<file path="config.mk">
export PLATFORM = sky130hd
export DESIGN_NAME = csr_unit
export DESIGN_NICKNAME = d
export VERILOG_FILES = /design/src/verilog/csr_pkg.sv /design/src/verilog/apb_pkg.sv /design/src/verilog/csr_apb_port.sv /design/src/verilog/csr_trap_regs.sv /design/src/verilog/csr_read_sel.sv /design/src/verilog/csr_unit.sv
export VERILOG_INCLUDE_DIRS = /design/src /design/src/verilog
export SDC_FILE = /design/constraint.sdc
export NUM_CORES = 1
export LEC_CHECK = 0
export ABC_CLOCK_PERIOD_IN_PS = 6450
export BUFFER_PORTS_ARGS = -buffer_cell sky130_fd_sc_hd__buf_2
export CORE_MARGIN = 4
export CORE_UTILIZATION = 61
export DETAILED_ROUTE_END_ITERATION = 10
export PLACE_DENSITY = 0.95
export SLEW_MARGIN = 20
export SYNTH_ARGS = -nofsm -noshare
export SYNTH_HDL_FRONTEND = slang
export SYNTH_SLANG_ARGS = --single-unit
</file>
<file path="constraint.sdc">
create_clock -name clk -period 6.45 [get_ports clk]
set_clock_uncertainty 0.05 [all_clocks]
set_input_delay 0.645 -clock clk [delete_from_list [all_inputs] [get_ports clk]]
set_output_delay 0.645 -clock clk [all_outputs]
set_load 0.1 [all_outputs]
</file>
<file path="src/verilog/csr_defs.svh">
`ifndef CSR_DEFS_SVH
`define CSR_DEFS_SVH

`define XLEN 32

// ****************************************
// CSR numbers.
// ****************************************
`define CSR_MVENDORID   12'hf11
`define CSR_MARCHID     12'hf12
`define CSR_MIMPID      12'hf13
`define CSR_MHARTID     12'hf14
`define CSR_MSTATUS     12'h300
`define CSR_MISA        12'h301
`define CSR_MIE         12'h304
`define CSR_MTVEC       12'h305
`define CSR_MCOUNTEREN  12'h306
`define CSR_MSCRATCH    12'h340
`define CSR_MEPC        12'h341
`define CSR_MCAUSE      12'h342
`define CSR_MTVAL       12'h343
`define CSR_MIP         12'h344

// Identification registers are fixed for this hart.
`define VENDOR_ID       32'h0000_0000
`define ARCH_ID         32'h0000_0019
`define IMP_ID          32'h0001_0000
`define HART_ID         32'h0000_0000
`define MISA_VALUE      32'h4000_0100  // MXL is 1 for RV32 and only the I extension is set.

// ****************************************
// Write masks and field positions.
// ****************************************
`define MSTATUS_WMASK   32'h0000_0088
`define MIE_WMASK       32'h0000_0888
`define MTVEC_WMASK     32'hffff_fffd
`define MSTATUS_MIE_BIT  3
`define MSTATUS_MPIE_BIT 7

`endif

</file>
<file path="src/verilog/csr_pkg.sv">
`include "csr_defs.svh"

package csr_pkg;

    // ****************************************
    // Basic word types.
    // ****************************************
    typedef logic [`XLEN-1:0] csr_data_t;
    typedef logic [11:0]      csr_num_t;
    typedef logic [`XLEN-1:0] csr_cause_t;  // Bit 31 set for interrupts.
    typedef logic [2:0]       irq_lines_t;

    // Order of the interrupt lines in irq_lines_t.
    localparam int unsigned IRQ_SW    = 0;
    localparam int unsigned IRQ_TIMER = 1;
    localparam int unsigned IRQ_EXT   = 2;

    // Matching pending bits in mip and enable bits in mie.
    localparam int unsigned MIP_MSIP_BIT = 3;
    localparam int unsigned MIP_MTIP_BIT = 7;
    localparam int unsigned MIP_MEIP_BIT = 11;

    localparam int unsigned CAUSE_INT_BIT = `XLEN - 1;

    // ****************************************
    // Trap request from the core.
    // ****************************************
    // The fields only count while the one-cycle valid pulse is high.
    typedef struct packed {
        logic       valid;
        csr_cause_t cause;
        csr_data_t  epc;
        csr_data_t  tval;
    } trap_req_t;

endpackage

</file>
<file path="src/verilog/apb_pkg.sv">
package apb_pkg;

    // Request side of the APB slave port, driven by the bus master.
    typedef struct packed {
        logic               psel;
        logic               penable;
        logic               pwrite;
        csr_pkg::csr_num_t  paddr;   // CSR number used directly as address.
        csr_pkg::csr_data_t pwdata;
    } apb_req_t;

    // Response side, driven by the CSR unit.
    typedef struct packed {
        csr_pkg::csr_data_t prdata;
        logic               pready;
        logic               pslverr;
    } apb_rsp_t;

endpackage

</file>
<file path="src/verilog/csr_apb_port.sv">
module csr_apb_port
    import csr_pkg::*;
    import apb_pkg::*;
(
    input  logic      clk,
    input  logic      rst_n,
    input  apb_req_t  apb_req,
    input  logic      rd_hit,
    input  logic      wr_hit,
    input  csr_data_t rd_data,
    output apb_rsp_t  apb_rsp,
    output csr_num_t  csr_num,
    output logic      rd_en,
    output logic      wr_en,
    output csr_data_t wr_data
);

    logic setup;
    logic access;
    logic hit;
    logic ready_q;
    logic err_q;
    logic rd_ok_q;

    // ****************************************
    // Phase detection and strobes.
    // ****************************************
    assign setup  = apb_req.psel & ~apb_req.penable;
    assign access = apb_req.psel & apb_req.penable;
    assign hit    = apb_req.pwrite ? wr_hit : rd_hit;

    assign csr_num = apb_req.paddr;
    assign wr_data = apb_req.pwdata;

    // The read value is captured during setup so it is ready in the access cycle.
    assign rd_en = setup & ~apb_req.pwrite;
    assign wr_en = access & apb_req.pwrite & wr_hit;

    // ****************************************
    // Response.
    // ****************************************
    // Every setup is followed by exactly one access cycle, so the response
    // flags are simply the setup decode delayed by one clock.
    always_ff @(posedge clk or negedge rst_n) begin
        if (!rst_n) begin
            ready_q <= 1'b0;
            err_q   <= 1'b0;
            rd_ok_q <= 1'b0;
        end else begin
            ready_q <= setup;
            err_q   <= setup & ~hit;
            rd_ok_q <= setup & ~apb_req.pwrite & rd_hit;
        end
    end

    // Writes and failed reads return zero.
    assign apb_rsp.prdata  = rd_ok_q ? rd_data : '0;
    assign apb_rsp.pready  = ready_q;
    assign apb_rsp.pslverr = err_q;

endmodule

</file>
<file path="src/verilog/csr_trap_regs.sv">
`include "csr_defs.svh"

module csr_trap_regs
    import csr_pkg::*;
(
    input  logic       clk,
    input  logic       rst_n,
    input  csr_num_t   csr_num,
    input  logic       wr_en,
    input  csr_data_t  wr_data,
    input  trap_req_t  trap,
    input  logic       mret,
    input  irq_lines_t irq_lines,
    output logic       wr_hit,
    output csr_data_t  mstatus,
    output csr_data_t  mie,
    output csr_data_t  mip,
    output csr_data_t  mtvec,
    output csr_data_t  mcounteren,
    output csr_data_t  mscratch,
    output csr_data_t  mepc,
    output csr_data_t  mcause,
    output csr_data_t  mtval,
    output csr_data_t  trap_pc,
    output logic       irq_req
);

    logic      wr_ok;
    csr_data_t mip_next;
    csr_data_t tvec_base;

    // ****************************************
    // Write decode.
    // ****************************************
    always_comb begin
        case (csr_num)
            `CSR_MSTATUS, `CSR_MIE, `CSR_MTVEC, `CSR_MCOUNTEREN,
            `CSR_MSCRATCH, `CSR_MEPC, `CSR_MCAUSE, `CSR_MTVAL: wr_hit = 1'b1;
            default: wr_hit = 1'b0;
        endcase
    end

    assign wr_ok = wr_en & ~trap.valid;  // A trap in the same cycle drops the write.

    // ****************************************
    // Register bank.
    // ****************************************
    always_ff @(posedge clk or negedge rst_n) begin
        if (!rst_n) begin
            mstatus <= '0;
        end else if (trap.valid) begin
            mstatus[`MSTATUS_MPIE_BIT] <= mstatus[`MSTATUS_MIE_BIT];
            mstatus[`MSTATUS_MIE_BIT]  <= 1'b0;
        end else if (mret) begin
            mstatus[`MSTATUS_MIE_BIT]  <= mstatus[`MSTATUS_MPIE_BIT];
            mstatus[`MSTATUS_MPIE_BIT] <= 1'b1;
        end else if (wr_ok && csr_num == `CSR_MSTATUS) begin
            mstatus <= wr_data & `MSTATUS_WMASK;
        end
    end

    always_ff @(posedge clk or negedge rst_n) begin
        if (!rst_n) begin
            mie        <= '0;
            mtvec      <= '0;
            mcounteren <= '0;
            mscratch   <= '0;
        end else if (wr_ok) begin
            case (csr_num)
                `CSR_MIE:        mie        <= wr_data & `MIE_WMASK;
                `CSR_MTVEC:      mtvec      <= wr_data & `MTVEC_WMASK;
                `CSR_MCOUNTEREN: mcounteren <= wr_data;
                `CSR_MSCRATCH:   mscratch   <= wr_data;
                default: ;
            endcase
        end
    end

    // Trap handling registers, loaded by the core on a trap or by software.
    always_ff @(posedge clk or negedge rst_n) begin
        if (!rst_n) begin
            mepc   <= '0;
            mcause <= '0;
            mtval  <= '0;
        end else if (trap.valid) begin
            mepc   <= trap.epc;
            mcause <= trap.cause;
            mtval  <= trap.tval;
        end else if (wr_ok) begin
            case (csr_num)
                `CSR_MEPC:   mepc   <= wr_data;
                `CSR_MCAUSE: mcause <= wr_data;
                `CSR_MTVAL:  mtval  <= wr_data;
                default: ;
            endcase
        end
    end

    // ****************************************
    // Interrupts.
    // ****************************************
    always_comb begin
        mip_next               = '0;
        mip_next[MIP_MSIP_BIT] = irq_lines[IRQ_SW];
        mip_next[MIP_MTIP_BIT] = irq_lines[IRQ_TIMER];
        mip_next[MIP_MEIP_BIT] = irq_lines[IRQ_EXT];
    end

    always_ff @(posedge clk or negedge rst_n) begin
        if (!rst_n) begin
            mip     <= '0;
            irq_req <= 1'b0;
        end else begin
            mip     <= mip_next;
            irq_req <= mstatus[`MSTATUS_MIE_BIT] & (|(mip & mie));
        end
    end

    // Only interrupts use vectored mode. Exceptions always go to the base.
    assign tvec_base = {mtvec[`XLEN-1:2], 2'b00};
    assign trap_pc   = (mtvec[0] && trap.cause[CAUSE_INT_BIT])
                     ? tvec_base + {trap.cause[`XLEN-3:0], 2'b00}
                     : tvec_base;

endmodule

</file>
<file path="src/verilog/csr_read_sel.sv">
`include "csr_defs.svh"

module csr_read_sel
    import csr_pkg::*;
(
    input  logic      clk,
    input  logic      rst_n,
    input  csr_num_t  csr_num,
    input  logic      rd_en,
    input  csr_data_t mstatus,
    input  csr_data_t mie,
    input  csr_data_t mip,
    input  csr_data_t mtvec,
    input  csr_data_t mcounteren,
    input  csr_data_t mscratch,
    input  csr_data_t mepc,
    input  csr_data_t mcause,
    input  csr_data_t mtval,
    output logic      rd_hit,
    output csr_data_t rd_data
);

    csr_data_t sel;

    // ****************************************
    // Read decode.
    // ****************************************
    always_comb begin
        rd_hit = 1'b1;
        case (csr_num)
            `CSR_MVENDORID:  sel = `VENDOR_ID;
            `CSR_MARCHID:    sel = `ARCH_ID;
            `CSR_MIMPID:     sel = `IMP_ID;
            `CSR_MHARTID:    sel = `HART_ID;
            `CSR_MSTATUS:    sel = mstatus;
            `CSR_MISA:       sel = `MISA_VALUE;
            `CSR_MIE:        sel = mie;
            `CSR_MTVEC:      sel = mtvec;
            `CSR_MCOUNTEREN: sel = mcounteren;
            `CSR_MSCRATCH:   sel = mscratch;
            `CSR_MEPC:       sel = mepc;
            `CSR_MCAUSE:     sel = mcause;
            `CSR_MTVAL:      sel = mtval;
            `CSR_MIP:        sel = mip;
            default: begin
                rd_hit = 1'b0;
                sel    = '0;  // Unmapped numbers read as zero.
            end
        endcase
    end

    // Captured in the setup cycle and held for the access cycle.
    always_ff @(posedge clk or negedge rst_n) begin
        if (!rst_n) begin
            rd_data <= '0;
        end else if (rd_en) begin
            rd_data <= sel;
        end
    end

endmodule

</file>
<file path="src/verilog/csr_unit.sv">
module csr_unit
    import csr_pkg::*;
    import apb_pkg::*;
(
    input  logic       clk,
    input  logic       rst_n,
    input  apb_req_t   apb_req,
    output apb_rsp_t   apb_rsp,
    input  trap_req_t  trap,
    input  logic       mret,
    input  irq_lines_t irq_lines,
    output csr_data_t  trap_pc,
    output csr_data_t  epc,
    output logic       irq_req
);

    csr_num_t  csr_num;
    logic      rd_en;
    logic      wr_en;
    logic      rd_hit;
    logic      wr_hit;
    csr_data_t wr_data;
    csr_data_t rd_data;
    csr_data_t mstatus;
    csr_data_t mie;
    csr_data_t mip;
    csr_data_t mtvec;
    csr_data_t mcounteren;
    csr_data_t mscratch;
    csr_data_t mepc;
    csr_data_t mcause;
    csr_data_t mtval;

    // ****************************************
    // Bus port, register bank, read mux.
    // ****************************************
    csr_apb_port port_i (
        .clk     (clk),
        .rst_n   (rst_n),
        .apb_req (apb_req),
        .rd_hit  (rd_hit),
        .wr_hit  (wr_hit),
        .rd_data (rd_data),
        .apb_rsp (apb_rsp),
        .csr_num (csr_num),
        .rd_en   (rd_en),
        .wr_en   (wr_en),
        .wr_data (wr_data)
    );

    csr_trap_regs regs_i (
        .clk        (clk),
        .rst_n      (rst_n),
        .csr_num    (csr_num),
        .wr_en      (wr_en),
        .wr_data    (wr_data),
        .trap       (trap),
        .mret       (mret),
        .irq_lines  (irq_lines),
        .wr_hit     (wr_hit),
        .mstatus    (mstatus),
        .mie        (mie),
        .mip        (mip),
        .mtvec      (mtvec),
        .mcounteren (mcounteren),
        .mscratch   (mscratch),
        .mepc       (mepc),
        .mcause     (mcause),
        .mtval      (mtval),
        .trap_pc    (trap_pc),
        .irq_req    (irq_req)
    );

    csr_read_sel sel_i (
        .clk        (clk),
        .rst_n      (rst_n),
        .csr_num    (csr_num),
        .rd_en      (rd_en),
        .mstatus    (mstatus),
        .mie        (mie),
        .mip        (mip),
        .mtvec      (mtvec),
        .mcounteren (mcounteren),
        .mscratch   (mscratch),
        .mepc       (mepc),
        .mcause     (mcause),
        .mtval      (mtval),
        .rd_hit     (rd_hit),
        .rd_data    (rd_data)
    );

    assign epc = mepc;  // Return address for mret.

endmodule

</file>
=== Word level (Yosys, flattened, before mapping) ===
Index checks and enable logic that the tools add are counted.

* ROM bits: 0
* Bits in latches: 0
* Bits in registers: 235
* Word-level logic and storage cells: 80
* Memories kept: 0
* Bits in writable memories: 0
* Input bits: 150
* Output and inout port bits: 99

* Add/sub/neg operators: 1
* Equal/unequal tests: 14
* Multipliers: 0
* Shifts and indexed selects: 0
* Bitwise gates (word level): 14
* Mux-type cells: 20
* $lt $le $gt $ge: 0
* Reduce and logical (&&, ||, !) cells: 17
* Divide/modulo/power cells: 0

{| class="wikitable"
|+ Operators with widths
! kind !! number
|-
| one-hot mux 32 bit (12 select lines) || 1
|-
| two-way mux 32 bit || 11
|-
| equality test 12 x 10 -> 1 bit (second input constant) || 10
|-
| equality test 12 bit (second input constant) || 4
|-
| adder 32 bit || 1
|-
| OR reduction 32 bit || 1
|-
| AND reduction 2 bit || 7
|-
| OR reduction 14 bit || 1
|-
| AND 12 bit || 1
|-
| AND 1 bit || 9
|-
| two-way mux 8 bit || 1
|-
| nonzero test 2 bit || 4
|-
| OR reduction 8 bit || 1
|-
| two-way mux 1 bit || 7
|-
| inverter 1 bit || 4
|-
| nonzero test 3 bit || 1
|-
| logical AND 1 bit || 2
|}

=== Longest topological paths before layout ===
* Depth after elaboration: 9
* Depth in mapped cells: 9
* Mapped depth without buffers: 9

=== Cells and area by module ===
From an unflattened synthesis, not the netlist that was laid out.

* Cell total of the unflattened synthesis: 1600
* Area total of the unflattened synthesis: 15666.3 um^2

{| class="wikitable"
|+ Modules (own cells, without submodules)
! module !! cells an instance !! area an instance (um^2) !! sequential area each (um^2) !! times used
|-
| csr_trap_regs || 1045 || 10889.2 || 5004.8 || 1
|-
| csr_read_sel || 464 || 4046.4 || 800.8 || 1
|-
| csr_apb_port || 91 || 730.7 || 75.1 || 1
|}

=== Worst setup path after synthesis ===
OpenSTA, ideal clock, no wires.

* Path kind: input -> output
* Start: input port trap[64] (netlist bit)
* End: output port trap_pc[30]
* Data arrival time: 5.780 ns
* Buffers on the path: 0
* Setup slack: -0.025 ns
* Stages on the path: 8
* Data required time: 5.755 ns
* Cell sequence: ha_1 -> fa_1 -> a211oi_1 -> o21ai_0 -> and4_1 -> o211ai_1 -> a2111oi_0 -> o311ai_0

* Word-level cells in the longest chain between the ends: 2

{| class="wikitable"
|+ Ends and longest elaborated chain
! element !! RTL line !! RTL
|-
| from (decl) || csr_unit.sv:9 || <nowiki>input trap_req_t trap,</nowiki>
|-
| adder 32 bit || csr_trap_regs.sv:122 || <nowiki>? tvec_base + {trap.cause[`XLEN-3:0], 2'b00}</nowiki>
|-
| two-way mux 32 bit || csr_trap_regs.sv:121 || <nowiki>assign trap_pc = (mtvec[0] && trap.cause[CAUSE_INT_BIT])</nowiki>
|-
| to (decl) || csr_unit.sv:12 || <nowiki>output csr_data_t trap_pc,</nowiki>
|}

Every way passes these cells.

=== Final worst setup path ===
* Start: register regs_i.mtvec[2]
* End: output port trap_pc[28]

* Word-level cells in the longest chain between the ends: 2

{| class="wikitable"
|+ Ends and longest elaborated chain
! element !! RTL line !! RTL
|-
| from (decl) || csr_trap_regs.sv:18 || <nowiki>output csr_data_t mtvec,</nowiki>
|-
| from (signal assigned) || csr_trap_regs.sv:71 || <nowiki>`CSR_MTVEC: mtvec <= wr_data & `MTVEC_WMASK;</nowiki>
|-
| adder 32 bit || csr_trap_regs.sv:122 ||
|-
| two-way mux 32 bit || csr_trap_regs.sv:121 ||
|}

Every way passes these cells.

==> out/qor.txt <==
CELLS AND AREA
------------------------------------------------------------------------------------------------------
Ratio of cells with drive above 1 in the final layout                                            24.9%
Multi-input logic area                                                                        6850 um2
Post-layout util                                                                                 72.0%
Synth-to-Final Area Change                                                                       15.6%
NumNets Final                                                                                    1,679
Sequential standard cell area                                                                 5880 um2
Layout fillers                                                                                   1,447

SETUP PATH
------------------------------------------------------------------------------------------------------
Reg-to-reg slack, setup                                                                        4780 ps
Data arrival, critical path                                                                    4010 ps
Kind of start point of the critical path                                                      register
Required arrival time at the worst endpoint                                                    5750 ps
Worst Setup Path Type                                                                     register to output pin
Critical Path End Type                                                                      output pin
Reg2reg start                                                                             regs_i.mepc[11]$_DFFE_PN0P_
Largest fanout of any net on the critical path                                                       4
CP startpoint                                                                             regs_i.mtvec[2]$_DFFE_PN0P_

CTS
------------------------------------------------------------------------------------------------------
Clock transition at the register clock pins on the worst setup and hold paths after CTS          60 ps
TritonCTS clock tree                                                                              done
H-tree lvl count                                                                                     1
Clock root buffer master                                                                  sky130_fd_sc_hd__clkbuf_16
Number of sinks handled by clock tree synthesis                                                    235
CTS max path bufs                                                                                    3
Clock latency reported for the late side of the worst-skew pair                                 510 ps
Inserted Clock Buffers                                                                              25
Total of cells resized after clock tree synthesis                                                    0
CTS Hold Buffers Added                                                                               0
Setup fix buffers added after clock tree synthesis                                                   0

FLOORPLANNING
------------------------------------------------------------------------------------------------------
Height of the die                                                                               155 um
I/O pin count                                                                                      249
Width of the die                                                                                155 um
Die Area                                                                                    24,000 um2
Number of standard-cell rows in the floorplan                                                       53
Std-Cell Core Area                                                                          21,200 um2
Initial cell density of the core                                                                 62.3%

SYNTH
------------------------------------------------------------------------------------------------------
Top post-synthesis cells by area                                                          sky130_fd_sc_hd__dfrtp_1, sky130_fd_sc_hd__mux2i_1, sky130_fd_sc_hd__nand2_1
Mean post-synth cell area                                                                     10.2 um2
Main flop type after synthesis                                                            sky130_fd_sc_hd__dfrtp_1
Cell type with the largest total area after synthesis                                     sky130_fd_sc_hd__dfrtp_1
Gate count of the mapped netlist                                                                 1,296
Unique cell type count in the Yosys netlist                                                         75
Most frequent cell after synthesis                                                        sky130_fd_sc_hd__dfrtp_1
Number of synthesized flops with an enable pin                                                       0
Area share of the leading cell type in the synthesized netlist                                   44.6%
Number of flip-flops and latches in the synthesized netlist                                        235
Cell area after technology mapping                                                          13,200 um2
Proportion of register bits with asynchronous set or reset after synthesis                        100%
Most instantiated cells after synthesis                                                   sky130_fd_sc_hd__dfrtp_1, sky130_fd_sc_hd__nand2_1, sky130_fd_sc_hd__mux2i_1
Count of yosys warnings during synthesis                                                             0
Sequential-to-total area share from yosys stat                                                   44.6%

PWR
------------------------------------------------------------------------------------------------------
Worst VDD drop                                                                                0.165 mV
Standby leakage power                                                                          7.53 nW
Power density over the cells                                                                223 nW/um2

DRT
------------------------------------------------------------------------------------------------------
Count of nets left with antenna violations after detail routing                                      0
Detailed-router iteration count before antenna repair                                                5
Count of routing violations after the opening detailed-route iteration                           1,486
Wire length per cell                                                                           23.9 um
WL final                                                                                     42,800 um
Via count                                                                                        12.0k
Number of vias per cell                                                                           6.69
Number of DRC violations after detailed routing                                                      0

PLACEMENT
------------------------------------------------------------------------------------------------------
Placer congestion estimate                                                                       0.935
Detailed placement HPWL                                                                      28,600 um
Count of port buffers added during placement                                                       246

TIMING
------------------------------------------------------------------------------------------------------
Relative slew slack                                                                              27.4%
Min cycle time layout                                                                          4710 ps
RSZ-0062 raised after global routing                                                                no
Ratio of final minimum period to clock period                                                    73.0%
Setup Viol. Count Final                                                                              0
Number of endpoints with negative hold slack in the final report                                     0
Total Neg Setup Slack                                                                             0 ps
Max-slew violation total from the final report                                                       0
Maximum clock rate                                                                             212 MHz
Slew at the pin closest to its max-slew limit                                                  1090 ps

OUTCOME
------------------------------------------------------------------------------------------------------
Run status                                                                                   completed

GLOBAL ROUTING
------------------------------------------------------------------------------------------------------
Vias in the first global route                                                                   12.4k
Wire length of the first global-routing pass                                                 66,600 um
Number of antenna violations at the first check in global routing                                    0
Overall routing resource usage                                                                   34.9%
Maximum number of pins on one net before global-route repair                                       125
Total grt overflow                                                                                   0

HOLD PATH
------------------------------------------------------------------------------------------------------
Worst min-delay path class                                                                input pin to async pin

RUN
------------------------------------------------------------------------------------------------------
Max_cap viols                                                                                        0

-- area by class of cell --
type / instances / share of cell area (%)
inverters: 10 / 0.246
well taps: 275 / 2.26
clock inverters: 2 / 0.0821
repair buffers: 261 / 8.95
flip-flops and latches: 235 / 38.6
clock buffers: 39 / 4.91
diodes: 1 / 0.0164
multi-input cells: 966 / 45.0
-- report_power, final --
part | switching, W | internal (W) | leakage (nW)
clock | 0.000571 | 0.000787 | 0.371
sequential | 0.0000430 | 0.00153 | 3.10
combinational | 0.000340 | 0.000118 | 4.06
-- cell usage in the layout (no fill, tap or decap), types with 4 or more instances in the layout --
cell type / n
sky130_fd_sc_hd__nor3b_1: 5
sky130_fd_sc_hd__a21o_1: 16
sky130_fd_sc_hd__ha_1: 29
sky130_fd_sc_hd__a22oi_1: 27
sky130_fd_sc_hd__o211ai_1: 4
sky130_fd_sc_hd__a221oi_1: 31
sky130_fd_sc_hd__mux2_1: 44
sky130_fd_sc_hd__mux2_2: 59
sky130_fd_sc_hd__clkbuf_16: 25
sky130_fd_sc_hd__buf_4: 14
sky130_fd_sc_hd__dfrtp_1: 235
sky130_fd_sc_hd__a211oi_1: 4
sky130_fd_sc_hd__o21ai_0: 110
sky130_fd_sc_hd__a31oi_1: 5
sky130_fd_sc_hd__clkbuf_1: 7
sky130_fd_sc_hd__and2_1: 37
sky130_fd_sc_hd__and3_1: 11
sky130_fd_sc_hd__nand3_1: 14
sky130_fd_sc_hd__nor2_1: 30
sky130_fd_sc_hd__o21ai_1: 80
sky130_fd_sc_hd__o21bai_1: 4
sky130_fd_sc_hd__inv_1: 10
sky130_fd_sc_hd__buf_2: 244
sky130_fd_sc_hd__xor2_1: 11
sky130_fd_sc_hd__nand2_1: 184
sky130_fd_sc_hd__mux2i_1: 126
sky130_fd_sc_hd__nor3_1: 8
sky130_fd_sc_hd__nand4_1: 6
sky130_fd_sc_hd__xnor2_1: 11
sky130_fd_sc_hd__a21oi_1: 37
sky130_fd_sc_hd__clkbuf_8: 7
sky130_fd_sc_hd__nor2b_1: 4
-- worst max-delay path: stages, from the launching register on --
cell and delay (ps):
sky130_fd_sc_hd__dfrtp_1 410, sky130_fd_sc_hd__ha_1 220, sky130_fd_sc_hd__fa_1 480, sky130_fd_sc_hd__a211oi_1 410, sky130_fd_sc_hd__o21ai_0 270, sky130_fd_sc_hd__a31oi_1 480, sky130_fd_sc_hd__o211ai_1 270, sky130_fd_sc_hd__a31oi_1 270
sky130_fd_sc_hd__xor2_1 90, sky130_fd_sc_hd__o21ai_0 140, sky130_fd_sc_hd__buf_2 460
-- metrics by stage --
stage	total power [W]	worst slack (ps)	cell area (um2)	instances	hold WS (ps)
2_1_floorplan	0.00187	1150	13200	1297	299
3_3_place_gp	0.00203	2130	14500	1747	404
3_5_place_dp	0.00205	2050	14500	1747	412
4_1_cts	0.00338	1860	15200	1788	186
5_1_grt	0.00349	1590	15200	1788	183
6_report	0.00339	1740	15200	1789	156
-- sequential cells by signal, summed over array words and instances (netlist names), 2 cells and up --
| signal | flops |
|---|---|
| regs_i.mstatus | 2 |
| regs_i.mie | 3 |
| sel_i.rd_data | 32 |
| regs_i.mtvec | 31 |
| regs_i.mcounteren | 32 |
| regs_i.mtval | 32 |
| regs_i.mcause | 32 |
| regs_i.mscratch | 32 |
| regs_i.mip | 3 |
| regs_i.mepc | 32 |
-- path summary, 6_finish.rpt --
kind | to | depth (start not counted)
hold / removal | regs_i.mepc[5]$_DFFE_PN0P_ | 1
setup reg to reg | sel_i.rd_data[11]$_DFFE_PN0P_ | 6
min in group clk | regs_i.mip[11]$_DFF_PN0_ | 1
setup / recovery | trap_pc[28] | 10
max in group asynchronous | regs_i.mtvec[13]$_DFFE_PN0P_ | 2
hold reg to reg | sel_i.rd_data[27]$_DFFE_PN0P_ | 2
-- metal layers --
metal	vias up	global-route usage [%]	share of wire [%]
met1	5797	46.7	38
met4	0	19.1	6.0
met2	832	54.3	45
met3	211	6.09	11
li1	5125	-	-
met5	-	0	0
-- cells by family (layout without fill, tap and decap cells) --
family	Yosys count	after routing	synth area share, %
adder cells (fa/ha/maj)	30	30	2.91
flip-flops	235	235	44.6
buffers and inverters	96	312	3.63
multiplexers	231	231	18.7
AO/OA/AOI/OAI	355	355	16.7
other	1	3	0.0285
AND/OR/NAND/NOR	326	326	12.0
XOR/XNOR	22	22	1.46
(Power assumes the default switching activity.)
